--- src/analog_pkg.sv ---
////////////////////////////////////////
// Sample and code types of the fast analog path
// Import into any block that handles ADC words,
// signed samples or DAC pin codes
////////////////////////////////////////

package analog_pkg;

  ////////////////////////////////////////
  // Widths

  localparam int NUM_CH    = 2;   // Analog channels on the board
  localparam int ADC_RAW_W = 16;  // ADC word incl. two reserved LSBs
  localparam int SAMPLE_W  = 14;  // Converter resolution

  ////////////////////////////////////////
  // Types

  typedef logic        [ADC_RAW_W-1:0] adc_raw_t;   // Raw ADC pins, negative slope
  typedef logic signed [SAMPLE_W-1:0]  sample_t;    // Two's complement sample
  typedef logic signed [SAMPLE_W:0]    dac_sum_t;   // One guard bit for the adder
  typedef logic        [SAMPLE_W-1:0]  dac_code_t;  // DAC pins, negative slope offset

  // Pin code for sample zero
  // MSB clear, remaining bits set by the slope inversion
  localparam dac_code_t DAC_CODE_RESET = 14'h1FFF;

endpackage

--- src/io_pkg.sv ---
////////////////////////////////////////
// Trigger, daisy link and expansion pin definitions
// Import into the trigger and pin routing blocks
////////////////////////////////////////

package io_pkg;

  // Daisy mode bits
  //   [0] synchronous trigger mode
  //   [1] trigger output on expansion n pin
  //   [2] generator trigger as trigger output, scope otherwise
  typedef logic [2:0] daisy_mode_t;

  // Parallel side of the daisy transceiver
  typedef logic [15:0] daisy_word_t;

  localparam daisy_word_t DAISY_IDLE_PATTERN = 16'h1234;  // Link test word

  ////////////////////////////////////////
  // Expansion connector positions

  localparam int unsigned TRIG_IN_PIN  = 0;  // p side, external trigger in
  localparam int unsigned TRIG_OUT_PIN = 0;  // n side, trigger out
  localparam int unsigned CAN0_PIN     = 7;
  localparam int unsigned CAN1_PIN     = 6;
  localparam int unsigned EXP_MIN_W    = 8;  // Highest fixed pin must fit

endpackage

--- src/adc_frontend.sv ---
////////////////////////////////////////
// ADC input register for all channels
// Converts raw negative slope words to two's
// complement, or takes the DAC loopback sample
////////////////////////////////////////

`timescale 1ns/1ns

module adc_frontend
  import analog_pkg::*;
#(
  parameter int NUM_CH = analog_pkg::NUM_CH
) (
  input  logic                  adc_clk,
  input  logic                  rst_i,
  input  adc_raw_t [NUM_CH-1:0] adc_dat_i,       // Raw converter words
  input  sample_t  [NUM_CH-1:0] loop_dat_i,      // Saturated DAC samples
  input  logic                  digital_loop_i,  // Loopback select level
  output sample_t  [NUM_CH-1:0] adc_dat_o
);

  sample_t [NUM_CH-1:0] conv_dat;  // Converted, before loop mux
  sample_t [NUM_CH-1:0] next_dat;

  // Two reserved LSBs dropped, sign kept, magnitude bits inverted
  for (genvar ch = 0; ch < NUM_CH; ch++) begin : g_conv
    assign conv_dat[ch] = {adc_dat_i[ch][ADC_RAW_W-1],
                           ~adc_dat_i[ch][ADC_RAW_W-2:ADC_RAW_W-SAMPLE_W]};
    assign next_dat[ch] = digital_loop_i ? loop_dat_i[ch] : conv_dat[ch];
  end

  ////////////////////////////////////////
  // Sample register, one cycle latency

  always_ff @(posedge adc_clk) begin
    if (rst_i) begin
      adc_dat_o <= '0;        // Zero sample on every channel
    end else begin
      adc_dat_o <= next_dat;
    end
  end

endmodule

--- src/dac_backend.sv ---
////////////////////////////////////////
// DAC output stage for all channels
// Adds generator and PID streams, clamps to the
// converter range and registers the pin code
////////////////////////////////////////

`timescale 1ns/1ns

module dac_backend
  import analog_pkg::*;
#(
  parameter int NUM_CH = analog_pkg::NUM_CH
) (
  input  logic                   adc_clk,
  input  logic                   rst_i,
  input  sample_t   [NUM_CH-1:0] asg_dat_i,     // Generator stream
  input  sample_t   [NUM_CH-1:0] pid_dat_i,     // Controller stream
  output sample_t   [NUM_CH-1:0] dac_sample_o,  // Clamped sum, same cycle
  output dac_code_t [NUM_CH-1:0] dac_dat_o      // Registered pin code
);

  dac_sum_t  [NUM_CH-1:0] sum_dat;   // Full precision sum
  logic      [NUM_CH-1:0] ovf;       // Sum outside 14-bit range
  sample_t   [NUM_CH-1:0] sat_dat;
  dac_code_t [NUM_CH-1:0] code_dat;

  for (genvar ch = 0; ch < NUM_CH; ch++) begin : g_sum
    // Both operands sign extended into the guard bit
    assign sum_dat[ch] = $signed(asg_dat_i[ch]) + $signed(pid_dat_i[ch]);

    // Guard and sign disagree on overflow
    assign ovf[ch] = sum_dat[ch][SAMPLE_W] ^ sum_dat[ch][SAMPLE_W-1];

    // Clamp to max positive or min negative, chosen by guard bit
    assign sat_dat[ch] = ovf[ch] ?
                         {sum_dat[ch][SAMPLE_W], {(SAMPLE_W-1){~sum_dat[ch][SAMPLE_W]}}} :
                         sum_dat[ch][SAMPLE_W-1:0];

    // Signed to offset code with negative slope
    assign code_dat[ch] = {sat_dat[ch][SAMPLE_W-1], ~sat_dat[ch][SAMPLE_W-2:0]};
  end

  assign dac_sample_o = sat_dat;  // Loopback source for the ADC side

  ////////////////////////////////////////
  // Pin code register

  always_ff @(posedge adc_clk) begin
    if (rst_i) begin
      dac_dat_o <= {NUM_CH{DAC_CODE_RESET}};  // Mid scale on all channels
    end else begin
      dac_dat_o <= code_dat;
    end
  end

endmodule

--- src/trigger_router.sv ---
////////////////////////////////////////
// Trigger routing between expansion pin, daisy
// link, scope and generator
// Purely combinational, no clock
////////////////////////////////////////

`timescale 1ns/1ns

module trigger_router
  import io_pkg::*;
(
  input  logic        trig_pin_i,      // External trigger from expansion pin
  input  daisy_mode_t daisy_mode_i,
  input  logic        scope_trig_i,    // Scope trigger pulse
  input  logic        asg_trig_i,      // Generator trigger pulse
  input  daisy_word_t daisy_rx_dat_i,  // Word from the daisy receiver
  input  logic        daisy_rx_rdy_i,  // Receiver ready
  output logic        trig_ext_o,
  output logic        trig_out_o,
  output daisy_word_t daisy_tx_dat_o,
  output logic        daisy_tx_dv_o
);

  logic sync_mode;   // Mode bit 0
  logic daisy_trig;  // Any bit set in the received word

  assign sync_mode  = daisy_mode_i[0];
  assign daisy_trig = |daisy_rx_dat_i;

  ////////////////////////////////////////
  // Trigger selection

  // Pin trigger masked while the link carries one in sync mode
  assign trig_ext_o = trig_pin_i & ~(sync_mode & daisy_trig);

  assign trig_out_o = daisy_mode_i[2] ? asg_trig_i : scope_trig_i;  // Generator or scope

  ////////////////////////////////////////
  // Daisy transmit side

  always_comb begin
    if (sync_mode) begin
      daisy_tx_dat_o = {$bits(daisy_word_t){trig_out_o}};  // Trigger copied to every bit
      daisy_tx_dv_o  = 1'b0;                               // Raw word, no valid framing
    end else begin
      daisy_tx_dat_o = DAISY_IDLE_PATTERN;
      daisy_tx_dv_o  = daisy_rx_rdy_i;  // Send once the receiver has locked
    end
  end

endmodule

--- src/exp_pin_mux.sv ---
////////////////////////////////////////
// Expansion connector alternate functions
// Overlays trigger out and CAN transmit on the n
// side and gates CAN receive from the p side
////////////////////////////////////////

`timescale 1ns/1ns

module exp_pin_mux
  import io_pkg::*;
#(
  parameter int unsigned EXP_W = 8
) (
  input  logic [EXP_W-1:0] exp_p_hk_dat_i,  // Housekeeping p data
  input  logic [EXP_W-1:0] exp_p_hk_oe_i,   // Housekeeping p enables
  input  logic [EXP_W-1:0] exp_n_hk_dat_i,
  input  logic [EXP_W-1:0] exp_n_hk_oe_i,
  input  logic [EXP_W-1:0] exp_p_pin_i,     // p pin read-back
  input  logic             can_on_i,        // CAN on the connector
  input  logic             can0_tx_i,
  input  logic             can1_tx_i,
  input  logic             trig_alt_i,      // Trigger out on the connector
  input  logic             trig_out_i,
  output logic [EXP_W-1:0] exp_p_dat_o,
  output logic [EXP_W-1:0] exp_p_oe_o,
  output logic [EXP_W-1:0] exp_n_dat_o,
  output logic [EXP_W-1:0] exp_n_oe_o,
  output logic             can0_rx_o,
  output logic             can1_rx_o
);

  // Fixed pin positions need the minimum connector width
  if (EXP_W < EXP_MIN_W) begin : g_width_check
    $error("exp_pin_mux: EXP_W smaller than EXP_MIN_W");
  end

  logic [EXP_W-1:0] n_alt;      // Pin owned by an alternate function
  logic [EXP_W-1:0] n_alt_dat;  // Value driven by that function

  ////////////////////////////////////////
  // Alternate function map, n side

  always_comb begin
    n_alt     = '0;
    n_alt_dat = '0;
    n_alt[TRIG_OUT_PIN]     = trig_alt_i;
    n_alt_dat[TRIG_OUT_PIN] = trig_out_i;
    n_alt[CAN0_PIN]         = can_on_i;
    n_alt_dat[CAN0_PIN]     = can0_tx_i;
    n_alt[CAN1_PIN]         = can_on_i;
    n_alt_dat[CAN1_PIN]     = can1_tx_i;
  end

  // Alternate functions always drive, housekeeping otherwise
  for (genvar i = 0; i < EXP_W; i++) begin : g_n_pin
    assign exp_n_dat_o[i] = n_alt[i] ? n_alt_dat[i] : exp_n_hk_dat_i[i];
    assign exp_n_oe_o[i]  = n_alt[i] ? 1'b1         : exp_n_hk_oe_i[i];
  end

  // No alternate functions on the p side
  assign exp_p_dat_o = exp_p_hk_dat_i;
  assign exp_p_oe_o  = exp_p_hk_oe_i;

  ////////////////////////////////////////
  // CAN receive

  assign can0_rx_o = can_on_i & exp_p_pin_i[CAN0_PIN];  // Idle low when CAN off
  assign can1_rx_o = can_on_i & exp_p_pin_i[CAN1_PIN];

endmodule

--- src/rp_analog_top.sv ---
////////////////////////////////////////
// Board top level of the fast analog path
// ADC and DAC conversion, trigger routing and
// expansion pin muxing in the adc_clk domain
// Scope, generator, PID and housekeeping attach at the ports
////////////////////////////////////////

`timescale 1ns/1ns

module rp_analog_top
  import analog_pkg::*;
  import io_pkg::*;
#(
  parameter int unsigned EXP_W = 8
) (
  input  logic                   adc_clk,
  input  logic                   rst_i,

  // ADC
  input  adc_raw_t  [NUM_CH-1:0] adc_dat_i,       // Raw converter words
  output sample_t   [NUM_CH-1:0] adc_dat_o,       // To scope and PID

  // DAC
  input  sample_t   [NUM_CH-1:0] asg_dat_i,       // Generator stream
  input  sample_t   [NUM_CH-1:0] pid_dat_i,       // PID stream
  output dac_code_t [NUM_CH-1:0] dac_dat_o,       // One code per channel

  // Global configuration
  input  logic                   digital_loop_i,
  input  logic                   can_on_i,
  input  daisy_mode_t            daisy_mode_i,

  // Triggers
  input  logic                   scope_trig_i,
  input  logic                   asg_trig_i,
  output logic                   trig_ext_o,      // To scope and generator

  // Daisy link, parallel side
  input  daisy_word_t            daisy_rx_dat_i,
  input  logic                   daisy_rx_rdy_i,
  output daisy_word_t            daisy_tx_dat_o,
  output logic                   daisy_tx_dv_o,

  // CAN
  input  logic                   can0_tx_i,
  input  logic                   can1_tx_i,
  output logic                   can0_rx_o,
  output logic                   can1_rx_o,

  // Expansion connector
  input  logic [EXP_W-1:0]       exp_p_hk_dat_i,
  input  logic [EXP_W-1:0]       exp_p_hk_oe_i,
  input  logic [EXP_W-1:0]       exp_n_hk_dat_i,
  input  logic [EXP_W-1:0]       exp_n_hk_oe_i,
  input  logic [EXP_W-1:0]       exp_p_pin_i,     // Pin read-back
  output logic [EXP_W-1:0]       exp_p_dat_o,
  output logic [EXP_W-1:0]       exp_p_oe_o,
  output logic [EXP_W-1:0]       exp_n_dat_o,
  output logic [EXP_W-1:0]       exp_n_oe_o
);

  sample_t [NUM_CH-1:0] dac_sample;  // Clamped DAC sample for loopback
  logic                 trig_out;    // Selected trigger for the connector

  ////////////////////////////////////////
  // Analog path

  adc_frontend #(
    .NUM_CH         (NUM_CH)
  ) adc_frontend_inst (
    .adc_clk        (adc_clk),
    .rst_i          (rst_i),
    .adc_dat_i      (adc_dat_i),
    .loop_dat_i     (dac_sample),
    .digital_loop_i (digital_loop_i),
    .adc_dat_o      (adc_dat_o)
  );

  dac_backend #(
    .NUM_CH       (NUM_CH)
  ) dac_backend_inst (
    .adc_clk      (adc_clk),
    .rst_i        (rst_i),
    .asg_dat_i    (asg_dat_i),
    .pid_dat_i    (pid_dat_i),
    .dac_sample_o (dac_sample),
    .dac_dat_o    (dac_dat_o)
  );

  ////////////////////////////////////////
  // Trigger and pin routing

  trigger_router trigger_router_inst (
    .trig_pin_i     (exp_p_pin_i[TRIG_IN_PIN]),  // External trigger input pin
    .daisy_mode_i   (daisy_mode_i),
    .scope_trig_i   (scope_trig_i),
    .asg_trig_i     (asg_trig_i),
    .daisy_rx_dat_i (daisy_rx_dat_i),
    .daisy_rx_rdy_i (daisy_rx_rdy_i),
    .trig_ext_o     (trig_ext_o),
    .trig_out_o     (trig_out),
    .daisy_tx_dat_o (daisy_tx_dat_o),
    .daisy_tx_dv_o  (daisy_tx_dv_o)
  );

  exp_pin_mux #(
    .EXP_W          (EXP_W)
  ) exp_pin_mux_inst (
    .exp_p_hk_dat_i (exp_p_hk_dat_i),
    .exp_p_hk_oe_i  (exp_p_hk_oe_i),
    .exp_n_hk_dat_i (exp_n_hk_dat_i),
    .exp_n_hk_oe_i  (exp_n_hk_oe_i),
    .exp_p_pin_i    (exp_p_pin_i),
    .can_on_i       (can_on_i),
    .can0_tx_i      (can0_tx_i),
    .can1_tx_i      (can1_tx_i),
    .trig_alt_i     (daisy_mode_i[1]),  // Trigger out on connector
    .trig_out_i     (trig_out),
    .exp_p_dat_o    (exp_p_dat_o),
    .exp_p_oe_o     (exp_p_oe_o),
    .exp_n_dat_o    (exp_n_dat_o),
    .exp_n_oe_o     (exp_n_oe_o),
    .can0_rx_o      (can0_rx_o),
    .can1_rx_o      (can1_rx_o)
  );

endmodule

--- config.mk ---
export PLATFORM = sky130hd
export DESIGN_NAME = rp_analog_top
export DESIGN_NICKNAME = d
export VERILOG_FILES = /design/src/analog_pkg.sv /design/src/io_pkg.sv /design/src/adc_frontend.sv /design/src/dac_backend.sv /design/src/trigger_router.sv /design/src/exp_pin_mux.sv /design/src/rp_analog_top.sv
export SDC_FILE = /design/constraint.sdc
export NUM_CORES = 1
export LEC_CHECK = 0
export ABC_AREA = 1
export BUFFER_PORTS_ARGS = -buffer_cell sky130_fd_sc_hd__buf_2
export CAP_MARGIN = 20
export CORE_ASPECT_RATIO = 2
export CORE_MARGIN = 3
export CORE_UTILIZATION = 30
export DETAILED_ROUTE_END_ITERATION = 16
export GPL_ROUTABILITY_DRIVEN = 0
export GPL_TIMING_DRIVEN = 0
export SETUP_SLACK_MARGIN = 0.2
export SYNTH_ARGS = -nofsm -noshare
export SYNTH_HDL_FRONTEND = slang
export SYNTH_SLANG_ARGS = --single-unit
export TNS_END_PERCENT = 20
--- constraint.sdc ---
create_clock -name adc_clk -period 2.92 [get_ports adc_clk]
set_clock_uncertainty 0.1 [all_clocks]
set_input_delay 0.438 -clock adc_clk [delete_from_list [all_inputs] [get_ports adc_clk]]
set_output_delay 0.438 -clock adc_clk [all_outputs]
set_load 0.05 [all_outputs]
======== After elaboration in Yosys (flattened, before gate mapping) ========
Index checks and enable logic that the tools add are counted.
word-level totals
  register bits after elaboration ......... 56
  input bits .............................. 156
  word-level logic and storage cells ...... 33
cells by class
  add/subtract/negate cells ............... 2
  multiplexer cells ....................... 13
  bitwise logic cells ..................... 13
  reductions and logical operators ........ 1
operators by type and width
  kind               count
  $mux W14           4
  $not A13 Y13       4
  $add A14 B14 Y15   2
  $mux W16           1
  $reduce_or A16 Y1  1
  $mux W1            8
  $and A1 B1 Y1      4
  $not A1 Y1         3
  $xor A1 B1 Y1      2

======== Logic depth before layout (Yosys ltp) ========
Gate-level depths: netlist of the first run.
  depth in word-level cells ............... 4
  gate-level depth with buffers ........... 16
  gate-level depth less buffers ........... 15

======== By module ========
From an unflattened synthesis of the first run, not the netlist that was laid out.
second synthesis, totals
  cells, all modules ...................... 670
  area total of the unflattened synthesis .. 4252.8 um^2
by module, submodules not included
  module          times used  cells each  area each (um^2)  sequential area each (um^2)
  dac_backend     1           434         2721.4            560.5
  adc_frontend    1           151         1049.8            560.5
  exp_pin_mux     1           44          270.3             0.0
  trigger_router  1           41          211.5             0.0

======== Worst setup path before layout of the first run ========
No wires, ideal clock.
  path type ............................... input to output
  from .................................... input daisy_rx_dat_i[9]
  to ...................................... output trig_ext_o
  data arrival time ....................... 1.928 ns
  data required time ...................... 2.382 ns
  slack ................................... 0.454 ns
  cell stages on the path ................. 3
  path through ............................ nor4_1 -> nand4_1 -> a21boi_0
on the way
  cells in the longest elaborated chain, start to end .. 4
RTL lines
  element            RTL line              text
  start, declared    rp_analog_top.sv:39   input daisy_word_t daisy_rx_dat_i,
  $reduce_or A16 Y1  trigger_router.sv:28  assign daisy_trig = |daisy_rx_dat_i;
  $and A1 B1 Y1      trigger_router.sv:34  assign trig_ext_o = trig_pin_i & ~(sync_mode & daisy_trig);
  $not A1 Y1         trigger_router.sv:34
  $and A1 B1 Y1      trigger_router.sv:34
  end, declared      rp_analog_top.sv:36   output logic trig_ext_o,
Every way passes these cells.

======== Final worst setup path of the first run ========
  from .................................... input asg_dat_i[14] (netlist name)
  to ...................................... register dac_backend_inst.dac_dat_o[23] (netlist name)
on the way
  cells in the longest elaborated chain, start to end .. 4
  elaborated cells between the ends (all ways) .. 5
  classes of those cells .................. add/sub: 1; mux: 1; bitwise: 3
RTL lines
  element                                      RTL line                              text
  start, declared                              rp_analog_top.sv:24                   input sample_t [NUM_CH-1:0] asg_dat_i,
  $add A14 B14 Y15 *                           dac_backend.sv:29                     assign sum_dat[ch] = $signed(asg_dat_i[ch]) + $signed(pid_dat_i[ch]);
  $xor A1 B1 Y1 or $not A1 Y1 (tied branches)  dac_backend.sv:32, dac_backend.sv:36
  $mux W14 *                                   dac_backend.sv:35                     assign sat_dat[ch] = ovf[ch] ?
  $not A13 Y13 *                               dac_backend.sv:40                     assign code_dat[ch] = {sat_dat[ch][SAMPLE_W-1], ~sat_dat[ch][SAMPLE_W-2:0]};
  end signal, assigned                         dac_backend.sv:50                     dac_dat_o <= {NUM_CH{DAC_CODE_RESET}};
  end signal, assigned                         dac_backend.sv:52                     dac_dat_o <= code_dat;
  end, declared                                dac_backend.sv:19                     output dac_code_t [NUM_CH-1:0] dac_dat_o
Mark *: on every way between the ends. The rest lies on a longest branch, timed or not.
A chain may end at the register's enable or synchronous reset.

==> results of run 1 <==
-- area by class of cell --
cell class                 instances  area, um2
tap                              150      187.7
sequential                        56       1121
multi-input combinational        398       2223
fill                            1428       7336
inverter                          57      214.0
clock buffer                       6      138.9
clock inverter                     2      18.77
timing repair buffer             227       1136
buffer                            52      396.6
-- power breakdown --
| group | internal, mW | leakage (nW) | switching [mW] |
|---|---|---|---|
| registers | 0.879 | 0.468 | 0.0282 |
| clock network | 0.349 | 0.0750 | 0.311 |
| logic | 0.436 | 2.61 | 1.09 |
-- flip-flops by register name, summed over array words and instances (netlist names) --
register and cells:
adc_frontend_inst.adc_dat_o 28, dac_backend_inst.dac_dat_o 28
-- cell families (layout without fill, tap and decap cells) --
group | after synthesis | count (layout) | synth area share, %
buf+inv | 109 | 344 | 15.44
simple gates | 289 | 289 | 32.30
fa+ha+maj | 30 | 30 | 9.870
flops | 56 | 56 | 28.35
compound gates | 58 | 58 | 9.364
xor+xnor | 20 | 20 | 4.429
mux | 1 | 1 | 0.2531
-- placed cells by master, fill, tap and decap left out, types with 5 or more instances in the layout --
cell type / n
buf_2: 229
nand2_1: 192
inv_1: 56
dfxtp_1: 56
buf_4: 42
nand3_1: 30
ha_1: 28
nor2_1: 27
a21oi_1: 25
xor2_1: 11
a21oi_2: 11
o21ai_0: 10
xnor2_1: 9
nand4_1: 5
nand2_2: 5
clkbuf_16: 5
-- worst max path at each step --
stage	slack, ns	depth (start not counted)	start	end
2_1_floorplan	0.45	3	daisy_rx_dat_i[9]	trig_ext_o
3_3_place_gp	0.12	14	asg_dat_i[14]	dac_backend_inst.dac_dat_o[23]$_SDFF_PP1_
3_5_place_dp	0.08	14	asg_dat_i[14]	dac_backend_inst.dac_dat_o[23]$_SDFF_PP1_
4_1_cts	0.41	14	asg_dat_i[14]	dac_backend_inst.dac_dat_o[23]$_SDFF_PP1_
5_1_grt	0.27	14	asg_dat_i[14]	dac_backend_inst.dac_dat_o[23]$_SDFF_PP1_
6_report	0.44	14	asg_dat_i[14]	dac_backend_inst.dac_dat_o[23]$_SDFF_PP1_
-- metal layers --
layer / track usage [%] / routed length (um) / vias to the layer above
met4: 7.415 / 405 / 0
li1: - / - / 2205
met5: 0 / 0 / -
met1: 15.38 / 4155 / 1812
met2: 34.86 / 7553 / 169
met3: 2.644 / 834 / 22
-- metrics by stage --
step           instances  hold slack [ns]  setup slack, ns  area (um2)
2_1_floorplan        563           0.4104           0.4544        3955
5_1_grt              948           0.2579           0.2711        5436
3_3_place_gp         940           0.5528           0.1166        5279
3_5_place_dp         940           0.5536          0.07748        5279
6_report             948           0.2540           0.4361        5436
4_1_cts              948           0.2428           0.4064        5436
==> impl_metrics.csv, run 1 <==
group,metric,value,unit
logic_synthesis,ys_ff_latch,56,
min_path,hold_start,"adc_dat_i[15]",
layout,n_antenna_cell,0,
sta,timing.setup.tns,0,ns
routing,vias,4208,
clock_network,ctsHoldBuffers,0,
sta,max_freq,0.4026,GHz
floorplan,rows,58,
layout,fin_nets,983,
clock_network,clk_path_buf_depth,2,
clock_network,cts-resized-gates,0,
sta,setup_violations,0,
worst_setup_path,cp_slowest_cell,"fa_1",
logic_synthesis,yosysMostFrequentCell,"nand2_1",
routing,wl_per_cell,13.66,um
worst_setup_path,end_kind,"flop",
floorplan,die_x,87.19,um
logic_synthesis,synthCells,563,
logic_synthesis,ys_seq_area_share,28.35,%
logic_synthesis,synth_area,0.003955,mm2
worst_setup_path,critPathArrivalTime,2.55,ns
sta,finalHoldViolations,0,
logic_synthesis,synth_cell_types,40,
logic_synthesis,synth_nets,749,
min_path,hold_end,"adc_frontend_inst.adc_dat_o[13]$_SDFF_PP0_",
worst_setup_path,cpMostUsedCell,"nand2_1",
logic_synthesis,async_reset_ff_share,0,%
placement,numPortBuffers,227,
worst_setup_path,cp_cell_sequence,"buf_2 -> ha_1 -> fa_1 -> nand2_1 -> nand2_1 -> nand3b_1 -> nand2_1 -> nand2_1 -> nand2_1 -> nand2_1 -> nand2_4 -> a21oi_4 -> buf_2 -> o21ai_0",
sta,drv_slew,0,
worst_setup_path,path_class,"input port to flop",
logic_synthesis,ys_top_cells_by_count,"nand2_1, dfxtp_1, inv_1",
logic_synthesis,synth_top_area_share,28.35,%
global_routing,track_usage,17.02,%
placement,dp_hpwl,11.30,mm
logic_synthesis,synth-edff-count,0,
floorplan,initial_core_util,30.97,%
clock_network,cts_tree,"yes",
power_and_ir_drop,max-vdd-ir-drop,0.2968,mV
floorplan,ios,264,
global_routing,grt_max_degree,19,
worst_setup_path,cpPeakStageDelay,0.41,ns
global_routing,grt_pass1_wl,19.49,mm
power_and_ir_drop,power.total,3.089,mW
sta,slew_headroom,55.64,%
clock_network,cts.sinks,56,
power_and_ir_drop,leakagePower,3.151,nW
clock_network,cts-buffers-inserted,5,
layout,drive_gt1_share,39.85,%
clock_network,path_clk_slew,0.07,ns
logic_synthesis,ys.warnings.count,0,
logic_synthesis,synth_area_per_cell,7.025,um2
layout,final_core_util,42.56,%
routing,drt-total-wl,12.95,mm
outcome,status,"finished clean",
floorplan,die_area,0.01468,mm2
logic_synthesis,synth_area_leaders,"dfxtp_1, nand2_1, ha_1",
logic_synthesis,synth_top_area_cell,"dfxtp_1",
global_routing,grt-ovfl-total,0,
worst_setup_path,crit_family,"simple AND/OR/NAND/NOR gates",
logic_synthesis,synthFlopType,"dfxtp_1",
sta,period_share,85.07,%
floorplan,core,0.01277,mm2
floorplan,chipHeight,168.4,um
routing,vias_per_cell,4.439,
routing,drtAntennaViolNets,0,
sta,tightest_slew,0.6630,ns
worst_setup_path,worstSetupStartpointType,"input port",
routing,drc_errors,0,
clock_network,ctsHtreeMaxLevel,2,
worst_setup_path,crit_required,2.98,ns
clock_network,cts_root_buffer,"clkbuf_16",
min_path,min_path_cells,3,
routing,dr.pass1.iters,4,
min_path,hold_path_class,"input port to flop",
worst_setup_path,cp_max_fo,10,
routing,drtIter0Drc,105,
sta,layout_min_cycle_time,2.484,ns
global_routing,grt_pass1_vias,4125,
layout,syn_to_final_growth,37.46,%
power_and_ir_drop,powerDensity,568.3,mW/mm2
worst_setup_path,crit_buf_inv,2,
global_routing,antenna_found_initial,0,
run,drv_cap,0,
sta,grt_setup_unrepaired,"no",
clock_network,post_cts_buffers,0,
No activity file was read; power rests on OpenSTA's default activity.
==> inputs of run 2 (changes only) <==
Settings changed: PLACE_DENSITY from default to 0.68, RECOVER_POWER from default to 50.
==> run 2 against run 1 <==
  * Non-clock buffer count is the same
  * Final cell count down 0.11%
  * Power down 3.0%
  * First-iteration DRC count rose by 2.9%
  * Largest power group unchanged
  * Largest cell class unchanged
  * Setup slack gained 0.065 ns
==> impl_metrics.csv, run 2 (synthesized netlist as in run 1, its figures left out) <==
group,metric,value,unit
floorplan,die_x,87.19,um
sta,setup_violations,0,
power_and_ir_drop,leakagePower,2.913,nW
worst_setup_path,cpPeakStageDelay,0.41,ns
placement,dp_hpwl,11.70,mm
layout,layout_commonest_cell,"nand2_1",
worst_setup_path,critPathArrivalTime,2.50,ns
power_and_ir_drop,powerDensity,564.0,mW/mm2
clock_network,cts_tree,"yes",
global_routing,grt_max_degree,17,
sta,slew_headroom,49.71,%
sta,grt_setup_unrepaired,"no",
routing,wl_per_cell,14.05,um
clock_network,path_clk_slew,0.07,ns
global_routing,track_usage,17.55,%
clock_network,ctsHtreeMaxLevel,2,
global_routing,grt_pass1_wl,19.93,mm
clock_network,post_cts_buffers,0,
clock_network,clk_path_buf_depth,2,
layout,fin_nets,983,
clock_network,ctsHoldBuffers,0,
floorplan,core,0.01277,mm2
clock_network,cts_root_buffer,"clkbuf_16",
routing,drtIter0Drc,108,
floorplan,rows,58,
routing,drtAntennaViolNets,0,
layout,syn_to_final_growth,34.36,%
power_and_ir_drop,max-vdd-ir-drop,0.4436,mV
floorplan,die_area,0.01468,mm2
worst_setup_path,worstSetupStartpointType,"input port",
power_and_ir_drop,power.total,2.997,mW
sta,timing.hold.ws,0.2484,ns
worst_setup_path,startpoint,"asg_dat_i[14]",
outcome,status,"finished clean",
worst_setup_path,path_class,"input port to flop",
layout,n_antenna_cell,0,
sta,max_freq,0.4134,GHz
layout,largestRegisters,"adc_frontend_inst.adc_dat_o: 28 flops, dac_backend_inst.dac_dat_o: 28 flops",
worst_setup_path,cp_cell_sequence,"buf_2 -> ha_1 -> fa_1 -> nand2_1 -> nand2_1 -> nand3b_1 -> nand2_1 -> nand2_1 -> nand2_1 -> nand2_1 -> nand2_4 -> a21oi_4 -> buf_2 -> o21ai_0",
worst_setup_path,cp_slowest_cell,"fa_1",
placement,numPortBuffers,227,
clock_network,cts.sinks,56,
routing,drc_errors,0,
clock_network,cts-resized-gates,0,
run,drv_cap,0,
layout,drive_gt1_share,29.49,%
routing,drt-total-wl,13.31,mm
floorplan,chipHeight,168.4,um
worst_setup_path,end_kind,"flop",
placement,place_area,0.005279,mm2
sta,period_share,82.84,%
sta,drv_slew,0,
global_routing,antenna_found_initial,0,
global_routing,grt-ovfl-total,0,
global_routing,grt_pass1_vias,4383,
sta,tightest_slew,0.7515,ns
layout,final_core_util,41.60,%
worst_setup_path,cp-endpoint,"dac_backend_inst.dac_dat_o[23]$_SDFF_PP1_",
floorplan,initial_core_util,30.97,%
sta,timing.setup.tns,0,ns
worst_setup_path,cpMostUsedCell,"nand2_1",
routing,vias_per_cell,4.570,
routing,dr.pass1.iters,4,
worst_setup_path,crit_required,3.00,ns
sta,finalHoldViolations,0,
sta,layout_min_cycle_time,2.419,ns
clock_network,cts-buffers-inserted,5,
layout,final_cell_mix,"nand2_1, buf_2, clkbuf_1, inv_1, dfxtp_1",
routing,vias,4328,
layout,finalInstanceArea,0.005314,mm2
floorplan,ios,264,
min_path,hold_path_class,"input port to flop",
worst_setup_path,cp_max_fo,10,
## run 2: changes by cell type in the layout (fill, tap and decap cells not counted)
cell	change
buf_2	-82
clkbuf_1	+82
clkbuf_8	-1
clkinv_2	+1
inv_8	-1
## run 2: worst min-delay path by stage
stage,startpoint,endpoint,cells past startpoint
2_1_floorplan,rst_i,dac_backend_inst.dac_dat_o[27]$_SDFF_PP0_,1
3_3_place_gp,adc_dat_i[15],adc_frontend_inst.adc_dat_o[13]$_SDFF_PP0_,3
3_5_place_dp,adc_dat_i[15],adc_frontend_inst.adc_dat_o[13]$_SDFF_PP0_,3
4_1_cts,adc_dat_i[15],adc_frontend_inst.adc_dat_o[13]$_SDFF_PP0_,3
5_1_grt,adc_dat_i[15],adc_frontend_inst.adc_dat_o[13]$_SDFF_PP0_,3
6_report,adc_dat_i[15],adc_frontend_inst.adc_dat_o[13]$_SDFF_PP0_,3
## run 2: metrics by stage
stage,std cells,worst slack [ns]
finish,947,0.5012
global placement,940,0.1764
global route,947,0.2729
floorplan,563,0.4544
detailed placement,940,0.1773
CTS,947,0.4943
## run 2: critical path, delay by kind of cell
kind                       cells  cell delay [ns]
adders and majority gates      2             0.65
AOI/OAI and AO/OA              2             0.29
and+or+nand+nor                8             0.79
buffers and inverters          2             0.32
## run 2: final cells by class
class | instances | area (um2)
well taps | 150 | 187.7
clock buffers | 5 | 125.1
flip-flops and latches | 56 | 1121
repair buffers | 227 | 1033
plain buffers | 52 | 396.6
clock inverters | 2 | 12.51
inverters | 57 | 214.0
multi-input cells | 398 | 2223
fillers | 1438 | 7458
## run 2: routing by layer
metal | share of wire [%] | global-route usage (%)
met1 | 29 | 13.01
met2 | 60 | 39.36
met3 | 7.9 | 2.351
met4 | 3.0 | 7.615
met5 | 0 | 0
## run 2: power breakdown
group	switching [mW]	internal, mW	leakage, nW
Sequential	0.0330	0.880	0.468
Clock	0.288	0.313	0.0657
Combinational	1.09	0.398	2.38
Total	1.41	1.59	2.91
